--- src/verilog/axi4l_pkg.sv ---
package axi4l_pkg;

  localparam int axi_addr_width = 8;
  localparam int axi_data_width = 32;

  typedef enum logic [1:0] {
    okay   = 2'b00,
    slverr = 2'b10
  } axi4l_resp_e;

  // master to slave
  typedef struct packed {
    logic [axi_addr_width-1:0]   awaddr;
    logic                        awvalid;
    logic [axi_data_width-1:0]   wdata;
    logic [axi_data_width/8-1:0] wstrb;
    logic                        wvalid;
    logic                        bready;
    logic [axi_addr_width-1:0]   araddr;
    logic                        arvalid;
    logic                        rready;
  } axi4l_req_t;

  // slave to master
  typedef struct packed {
    logic                      awready;
    logic                      wready;
    axi4l_resp_e               bresp;
    logic                      bvalid;
    logic                      arready;
    logic [axi_data_width-1:0] rdata;
    axi4l_resp_e               rresp;
    logic                      rvalid;
  } axi4l_rsp_t;

endpackage

--- src/verilog/mixer_pkg.sv ---
package mixer_pkg;

  //////////////////////////////
  // audio path widths
  //////////////////////////////

  localparam int nr_channels = 4;
  localparam int audio_width = 16;
  localparam int gain_width  = 16;
  localparam int q_bits      = 8;                // fractional bits of a gain
  localparam int sum_width   = audio_width + 2;  // two guard bits on the bus sum

  typedef logic signed [audio_width-1:0] audio_t;
  typedef logic        [gain_width-1:0]  gain_t;   // unsigned q8.8

  localparam gain_t gain_unity = gain_t'(1 << q_bits);

  // one sample per channel
  typedef struct packed {
    audio_t [nr_channels-1:0] ch;
  } mix_frame_t;

  typedef struct packed {
    audio_t left;
    audio_t right;
  } stereo_t;

  typedef struct packed {
    gain_t [nr_channels-1:0] ch_gain;
    logic  [nr_channels-1:0] pan;       // 0 routes to left
    gain_t                   out_gain;
  } mix_cfg_t;

  // out_clip is the lsb, same layout as the status word
  typedef struct packed {
    logic [nr_channels-1:0] ch_clip;
    logic                   out_clip;
  } mix_clip_t;

  //////////////////////////////
  // register map
  //////////////////////////////

  typedef enum logic [7:0] {
    reg_ch_gain0 = 8'h00,
    reg_ch_gain1 = 8'h04,
    reg_ch_gain2 = 8'h08,
    reg_ch_gain3 = 8'h0C,
    reg_pan      = 8'h10,
    reg_out_gain = 8'h14,
    reg_status   = 8'h18
  } mix_reg_e;

endpackage

--- src/verilog/mixer_regs.sv ---
`timescale 1ns/1ps

module mixer_regs (
  input  logic                  clk,
  input  logic                  rst_n,
  input  axi4l_pkg::axi4l_req_t axi_req,
  output axi4l_pkg::axi4l_rsp_t axi_rsp,
  output mixer_pkg::mix_cfg_t   cfg,
  input  mixer_pkg::mix_clip_t  clip_event
);

  import axi4l_pkg::*;
  import mixer_pkg::*;

  typedef enum logic {wr_idle, wr_resp} wr_state_e;
  typedef enum logic {rd_idle, rd_resp} rd_state_e;

  wr_state_e                 wr_state;
  rd_state_e                 rd_state;
  mix_reg_e                  wr_addr;
  mix_reg_e                  rd_addr;
  logic                      wr_fire;
  logic                      rd_fire;
  axi4l_resp_e               bresp_q;
  axi4l_resp_e               rresp_q;
  logic [axi_data_width-1:0] rdata_q;
  logic [axi_data_width-1:0] rd_word;
  mix_cfg_t                  cfg_q;
  mix_clip_t                 status_q;
  mix_clip_t                 status_clr;

  function automatic logic mapped(mix_reg_e addr);
    logic hit;
    case (addr)
      reg_ch_gain0, reg_ch_gain1, reg_ch_gain2, reg_ch_gain3,
      reg_pan, reg_out_gain, reg_status: hit = 1'b1;
      default:                           hit = 1'b0;
    endcase
    return hit;
  endfunction

  assign wr_addr = mix_reg_e'(axi_req.awaddr);
  assign rd_addr = mix_reg_e'(axi_req.araddr);

  // aw and w accepted together
  assign wr_fire = (wr_state == wr_idle) && axi_req.awvalid && axi_req.wvalid;
  assign rd_fire = (rd_state == rd_idle) && axi_req.arvalid;

  //////////////////////////////
  // write channel
  //////////////////////////////

  always_ff @(posedge clk or negedge rst_n) begin
    if (!rst_n) begin
      wr_state       <= wr_idle;
      bresp_q        <= okay;
      cfg_q.ch_gain  <= {nr_channels{gain_unity}};
      cfg_q.pan      <= '0;
      cfg_q.out_gain <= gain_unity;
    end else begin
      case (wr_state)
        wr_idle: begin
          if (wr_fire) begin
            wr_state <= wr_resp;
            if (mapped(wr_addr)) bresp_q <= okay;
            else                 bresp_q <= slverr;
            case (wr_addr)
              reg_ch_gain0, reg_ch_gain1, reg_ch_gain2, reg_ch_gain3:
                cfg_q.ch_gain[axi_req.awaddr[3:2]] <= axi_req.wdata[gain_width-1:0];
              reg_pan:      cfg_q.pan      <= axi_req.wdata[nr_channels-1:0];
              reg_out_gain: cfg_q.out_gain <= axi_req.wdata[gain_width-1:0];
              default: ;    // status cleared below
            endcase
          end
        end
        wr_resp: if (axi_req.bready) wr_state <= wr_idle;
        default: wr_state <= wr_idle;
      endcase
    end
  end

  // sticky clip flags, a new event beats the clear
  assign status_clr = (wr_fire && wr_addr == reg_status) ?
                      mix_clip_t'(axi_req.wdata[$bits(mix_clip_t)-1:0]) : '0;

  always_ff @(posedge clk or negedge rst_n) begin
    if (!rst_n) begin
      status_q <= '0;
    end else begin
      status_q <= (status_q & ~status_clr) | clip_event;
    end
  end

  //////////////////////////////
  // read channel
  //////////////////////////////

  always_comb begin
    case (rd_addr)
      reg_ch_gain0, reg_ch_gain1, reg_ch_gain2, reg_ch_gain3:
        rd_word = axi_data_width'(cfg_q.ch_gain[axi_req.araddr[3:2]]);
      reg_pan:      rd_word = axi_data_width'(cfg_q.pan);
      reg_out_gain: rd_word = axi_data_width'(cfg_q.out_gain);
      reg_status:   rd_word = axi_data_width'(status_q);
      default:      rd_word = '0;    // unmapped reads zero
    endcase
  end

  always_ff @(posedge clk or negedge rst_n) begin
    if (!rst_n) begin
      rd_state <= rd_idle;
      rdata_q  <= '0;
      rresp_q  <= okay;
    end else begin
      case (rd_state)
        rd_idle: begin
          if (rd_fire) begin
            rd_state <= rd_resp;
            rdata_q  <= rd_word;
            if (mapped(rd_addr)) rresp_q <= okay;
            else                 rresp_q <= slverr;
          end
        end
        rd_resp: if (axi_req.rready) rd_state <= rd_idle;
        default: rd_state <= rd_idle;
      endcase
    end
  end

  always_comb begin
    axi_rsp.awready = wr_fire;
    axi_rsp.wready  = wr_fire;
    axi_rsp.bresp   = bresp_q;
    axi_rsp.bvalid  = (wr_state == wr_resp);
    axi_rsp.arready = rd_fire;
    axi_rsp.rdata   = rdata_q;
    axi_rsp.rresp   = rresp_q;
    axi_rsp.rvalid  = (rd_state == rd_resp);
  end

  assign cfg = cfg_q;

endmodule

--- config.mk ---
export PLATFORM = sky130hd
export DESIGN_NAME = mixer_regs
export DESIGN_NICKNAME = d
export VERILOG_FILES = /design/src/verilog/axi4l_pkg.sv /design/src/verilog/mixer_pkg.sv /design/src/verilog/mixer_regs.sv
export SDC_FILE = /design/constraint.sdc
export NUM_CORES = 1
export LEC_CHECK = 0
export BUFFER_PORTS_ARGS = -buffer_cell sky130_fd_sc_hd__buf_2
export CAP_MARGIN = 20
export CORE_MARGIN = 5
export CORE_UTILIZATION = 42
export CTS_CLUSTER_DIAMETER = 40
export DETAILED_ROUTE_END_ITERATION = 10
export HOLD_SLACK_MARGIN = 0.03
export PLACE_DENSITY = 0.8
export SLEW_MARGIN = 0
export SYNTH_ARGS = -nofsm -noshare
export SYNTH_HDL_FRONTEND = slang
export SYNTH_SLANG_ARGS = --single-unit
--- constraint.sdc ---
create_clock -name clk -period 3 [get_ports clk]
set_clock_uncertainty 0.1 [all_clocks]
set_input_delay 0.45 -clock clk [delete_from_list [all_inputs] [get_ports clk]]
set_output_delay 0.45 -clock clk [all_outputs]
set_load 0.03 [all_outputs]
==> results of run 1 <==
-- logic make-up after synthesis --
family                 Yosys count
buffers and inverters           47
multiplexers                   108
other                            1
AO/OA/AOI/OAI                   36
flip-flops                     109
AND/OR/NAND/NOR                 48
-- final cells by class --
cell class	instances	share of cell area, %
sequential	109	45.0
inverter	6	0.371
clock inverter	6	0.886
timing repair buffer	160	13.9
clock buffer	10	3.77
tap	143	2.94
multi-input combinational	210	33.2
-- registers in the layout, indices dropped and copies added, names as in the netlist --
name,cells
bresp_q,1
cfg,84
rd_state,1
rdata_q,16
rresp_q,1
status_q,5
wr_state,1
-- worst register-to-register path, cell delays in order (launching register included) --
cell	delay (ns)
dfrtp_1	0.39
nand3b_1	0.30
nor3_4	0.47
nand4b_4	0.43
mux2_1	0.47
-- per-layer routing --
layer / vias to the layer above / share of wire, % / track usage, %
met5: - / 0 / 0
met4: 0 / 2.0 / 6.95
met3: 25 / 6.1 / 3.25
met2: 131 / 52 / 32.7
met1: 1778 / 39 / 22.0
li1: 1537 / - / -
-- layout by cell type, fill, tap and decap left out, types with 6 or more instances in the layout --
| cell | instances |
|---|---|
| buf_2 | 149 |
| dfrtp_1 | 104 |
| mux2_2 | 87 |
| conb_1 | 18 |
| mux4_2 | 12 |
| and2_1 | 11 |
| a221o_1 | 11 |
| nand2_1 | 10 |
| clkbuf_16 | 9 |
| buf_4 | 9 |
| o21ai_0 | 8 |
| mux2i_1 | 8 |
| nand3_1 | 6 |
-- synthesized netlist by cell type (2+ instances only) --
master and count:
nand3_2 2, a221o_1 11, nand2_1 10, buf_2 7, nand4b_4 2, o21ai_0 8
buf_4 24, nor2_1 5, o22ai_1 4, inv_1 5, mux2_2 87, dfstp_2 5
a311oi_1 2, nand3_1 6, nand2b_1 2, mux2i_1 8, and2_1 11, dfrtp_1 104
a21o_1 5, clkbuf_1 8, a221oi_1 4, nor2b_1 2, mux4_2 12
-- stage by stage --
| stage | setup slack, ns | hold WS (ns) | total power (W) | cells | cell area (sq um) |
|---|---|---|---|---|---|
| after floorplan | 0.735 | 0.0544 | 0.00177 | 366 | 5030 |
| after global placement | 0.467 | 0.357 | 0.00188 | 627 | 5780 |
| after CTS | 0.710 | 0.185 | 0.00302 | 644 | 6080 |
| final | 0.728 | 0.189 | 0.00299 | 644 | 6080 |
| after detailed placement | 0.368 | 0.366 | 0.00189 | 627 | 5780 |
| after global routing | 0.619 | 0.181 | 0.00311 | 644 | 6080 |
-- where the power goes --
| group | switching [W] | leakage, nW | internal, W |
|---|---|---|---|
| Clock | 0.000550 | 0.136 | 0.000579 |
| Sequential | 0.0000240 | 1.47 | 0.00150 |
| Combinational | 0.000231 | 1.76 | 0.0000994 |
-- path summary, 6_finish.rpt --
kind / from / end / slack (ns) / cells after the start
worst min-delay path: axi_req[0] / rd_state / 0.19 / 2
min in group asynchronous: rst_n / cfg[36] / 0.54 / 2
worst max register to register: wr_state / cfg[42] / 0.73 / 4
worst min register to register: rdata_q[4] / rdata_q[4] / 0.38 / 2
worst max-delay path: wr_state / cfg[42] / 0.73 / 4
max in group asynchronous: rst_n / cfg[30] / 1.53 / 3
==> metrics, run 1 <==
final setup violation count 0; TritonCTS Buffers 9; Yosys cell types 38; gr ovfl total 0; Yosys top cell area share 52.4%; final net count 560; Mean Syn Cell Area 14.2 sq um; total die area 14100 sq um; fraction of synthesized area in multiplexers 27.0%; Rows 39; Hold Path Class in2reg; DRT antenna net count 0; die height 119 um; family with the most delay on the worst path simple AND/OR/NAND/NOR gates; H-tree Lvls 3; antenna violations before repair 0; GPL Wtd Cong 0.791; largest family of logic cells by synthesized area multiplexers; global-route wire length before repair 20400 um; PortBufs 150; Final min period 2.27 ns; share of cells above drive strength 1 57.3%; Max Freq 440 MHz; Synth Flop Type dfrtp_1; Setup Buffers After CTS 0; Crit Path Category reg2reg; period utilisation layout 75.7%; P_leak 3.37 nW; wire per inst 20.0 um; unrepaired setup endpoints after global routing false; Critical Path AT 2.40 ns; DP HPWL 9290 um; Post-Synth Adder-Cell Area 0%; initial core utilization 43.1%; crit-path cells nand3b_1 > nor3_4 > nand4b_4 > mux2_1; hold-fix buffer count after cts 1; YS warnings 0; vias in the first global route 3688; critical path endpoint category flop; Max IR drop VDD 305 uV; Worst-path clk slew 0.08 ns; post-synthesis sequential area ratio 55.0%; Detailed Route Iter0 Violations 217; Vias/cell 5.39; Total Routed Length 12900 um; Async S/R FF share, synth 100%; CP Buf/Inv Count 0; Slew HR 62.1%; Core Footprint 11500 sq um; critical path fanouts, max 16; Clock Path Buffers 2; multi-input logic area 2010 sq um; Compound-Gate Fraction of Synth Area 5.72%; biggest area consumer among synthesized cells dfrtp_1; Netlist Area Pre-Place 4970 sq um; # DRC 0; chip width 119 um; number of synthesized flops with an enable pin 0; root buffer cell clkbuf_16; slowest stage cell, crit path nor3_4; final hold violations 0; power per cell area 492 nW/um^2; crit start category flop; GR Util All Layers 18.3%; largest net degree at the start of global routing 67; Req. time, crit path 3.13 ns; Mapped Cells 349; I/O Pins 189; Max Slew Vio Count 0; Filler Cells Inserted 970; highest cell delay on the worst timing path 0.47 ns; final core occ 52.8%; # clock sinks 109; worst skew pair latency 0.34 ns; # resized after CTS 0; sequential cell area 2730 sq um; CTS tree yes; Simple-Gate Fraction of Synth Area 6.47%; max-cap viol count 0; DR vias 3471; Slew @ Worst Pin 0.568 ns; diode count 0; Syn-to-layout area delta 22.3%; drt pass-1 iters 4; FF+latch count, synth 109; synth top area cells dfrtp_1, mux2_2, mux4_2; setup TNS 0 ns; Post-Synth XOR/XNOR Area 0%; status completed
Power figures use the tool's default switching activity.
==> run 2, diff against run 1 <==
--- a/config.mk
+++ b/config.mk
@@ -5,6 +5,7 @@
 export SDC_FILE = /design/constraint.sdc
 export NUM_CORES = 1
 export LEC_CHECK = 0
+export ABC_AREA = 1
 export BUFFER_PORTS_ARGS = -buffer_cell sky130_fd_sc_hd__buf_2
 export CAP_MARGIN = 20
 export CORE_MARGIN = 5
@@ -12,7 +13,7 @@
 export CTS_CLUSTER_DIAMETER = 40
 export DETAILED_ROUTE_END_ITERATION = 10
 export HOLD_SLACK_MARGIN = 0.03
-export PLACE_DENSITY = 0.8
+export PLACE_DENSITY = 0.83
 export SLEW_MARGIN = 0
 export SYNTH_ARGS = -nofsm -noshare
 export SYNTH_HDL_FRONTEND = slang
==> constraint.sdc (replaced) <==
create_clock -name clk -period 2.05 [get_ports clk]
set_clock_uncertainty 0.1 [all_clocks]
set_input_delay 0.3075 -clock clk [delete_from_list [all_inputs] [get_ports clk]]
set_output_delay 0.3075 -clock clk [all_outputs]
set_load 0.03 [all_outputs]
==> metrics, run 2 <==
Total Routed Length 14900 um; Async S/R FF share, synth 100%; I/O Pins 189; H-tree Lvls 3; total die area 14300 sq um; commonest cells after routing, fill and taps aside nand2_1, buf_2, dfrtp_1; GPL Wtd Cong 0.856; share of cells above drive strength 1 26.0%; Seq pwr share 49.4%; crit-path cells inv_1 > nand3_2 > inv_1 > buf_2; Final min period 1.75 ns; crit start category flop; Yosys cell types 26; hold-fix buffer count after cts 1; diode count 0; Hold Path Class in2reg; max FFs per register 84; setup TNS 0 ns; TritonCTS Buffers 9; # resized after CTS 0; Int Pwr 0.00329 W; wire per inst 16.0 um; Max Freq 571 MHz; Syn-to-layout area delta 23.4%; highest cell delay on the worst timing path 0.38 ns; gr ovfl total 0; final net count 839; Vias/cell 5.05; Clock Path Buffers 2; Net Switching 0.00125 W; # DRC 0; die height 120 um; vias in the first global route 4521; Netlist Area Pre-Place 5050 sq um; Max IR drop VDD 333 uV; critical path fanouts, max 6; Slew @ Worst Pin 0.535 ns; drt pass-1 iters 5; DP HPWL 10900 um; most numerous cell in the Yosys netlist nand2_1; post-synthesis sequential area ratio 54.1%; Yosys top cell area share 51.5%; Commonest cells post-synth nand2_1, dfrtp_1, o21ai_0; Core Footprint 11900 sq um; Crit Path Category reg2out; biggest area consumer among synthesized cells dfrtp_1; root buffer cell clkbuf_16; Final Non-Filler Cells 927; final setup violation count 0; worst skew pair latency 0.35 ns; Clock power frac 38.8%; antenna violations before repair 0; initial core utilization 42.4%; Mean Syn Cell Area 8.06 sq um; status completed; DRT antenna net count 0; YS warnings 0; Synth Flop Type dfrtp_1; Comb pwr share 11.8%; Critical Path AT 1.35 ns; Rows 40; period utilisation layout 85.5%; slowest stage cell, crit path dfrtp_1; number of synthesized flops with an enable pin 0; PortBufs 150; Sw Ratio 27.5%; Req. time, crit path 1.64 ns; Setup Buffers After CTS 0; synth top area cells dfrtp_1, nand2_1, o21ai_0; critical path endpoint category output pin; power per cell area 728 nW/um^2; unrepaired setup endpoints after global routing false; CTS tree yes; max-cap viol count 0; FF+latch count, synth 109; Detailed Route Iter0 Violations 299; P_leak 3.47 nW; Max Slew Vio Count 0; global-route wire length before repair 23600 um; Slew HR 64.3%; Filler Cells Inserted 1141; cell mode on critical path inv_1; final hold violations 0; Placed Instances 910; most common cell after layout, fill and taps aside nand2_1; Worst-path clk slew 0.06 ns; Mapped Cells 627; chip width 120 um; DR vias 4683; # clock sinks 109; largest net degree at the start of global routing 67; GR Util All Layers 20.8%
-- run 2: cell types whose count changed in the layout (fill, tap and decap cells not counted), moves of 6 or more --
cell,change
a221o_1,-11
and2_1,-11
buf_4,+7
inv_1,+33
mux2_2,-87
mux2i_1,-8
mux4_2,-12
nand2_1,+249
nand3_1,+20
nand4_1,+16
nor2_1,+11
nor2_2,+6
o21ai_0,+68
o21ai_1,+16
-- run 2: final timing paths --
path                              from           to  slack [ns]  cells after the start
max reg2reg                   wr_state      cfg[77]        0.40                      7
max in group asynchronous        rst_n      cfg[37]        1.10                      3
min in group asynchronous        rst_n  rdata_q[10]        0.19                      2
min reg2reg                 rdata_q[1]   rdata_q[1]        0.38                      2
min                        axi_req[10]     wr_state        0.04                      2
max                           wr_state  axi_rsp[39]        0.30                      4
-- run 2: cell families after synthesis --
kind of cell | synth area share [%]
other cells | 0.0742
simple gates | 27.2
flops | 54.1
buf+inv | 8.89
compound gates | 9.73
-- run 2: metal layers --
layer / up-vias / share of wire, % / GRT usage (%)
met4: 0 / 3.0 / 7.66
li1: 2252 / - / -
met5: - / 0 / 0
met1: 2206 / 44 / 28.3
met2: 191 / 46 / 32.5
met3: 34 / 7.3 / 4.81
-- run 2: layout make-up --
type                       instances  area [sq um]  area share (%)
clock buffer                       9           225            3.61
clock inverter                     7          72.6            1.16
inverter                          40           150            2.41
multi-input combinational        446          1940            31.0
sequential                       109          2730            43.8
tap                              147           184            2.95
timing repair buffer             169           936            15.0
-- run 2: power by group through the flow --
stage / Clock [W] / Combinational [W] / Sequential [W]
2_1_floorplan: 0 / 0.000251 / 0.00238
3_3_place_gp: 0 / 0.000528 / 0.00228
3_5_place_dp: 0 / 0.000535 / 0.00228
4_1_cts: 0.00178 / 0.000539 / 0.00224
5_1_grt: 0.00187 / 0.000585 / 0.00225
6_report: 0.00176 / 0.000536 / 0.00224
-- run 2: critical path: cells and delay by family (launching register included) --
family                 cells  cell delay [ns]
and+or+nand+nor            1             0.12
buffers and inverters      3             0.50
DFF                        1             0.38
-- run 2: stage by stage --
step | util, % | setup WS [ns] | total power [W] | hold WS (ns) | cell area [sq um]
floorplan | - | 0.509 | 0.00263 | -0.0881 | 5120
global route | 52.4 | 0.194 | 0.00470 | 0.0424 | 6240
finish | 52.4 | 0.297 | 0.00454 | 0.0439 | 6240
detailed placement | 49.8 | 0.226 | 0.00282 | 0.0131 | 5930
global placement | 49.8 | 0.248 | 0.00281 | 0.0134 | 5930
CTS | 52.4 | 0.296 | 0.00456 | 0.0378 | 6240
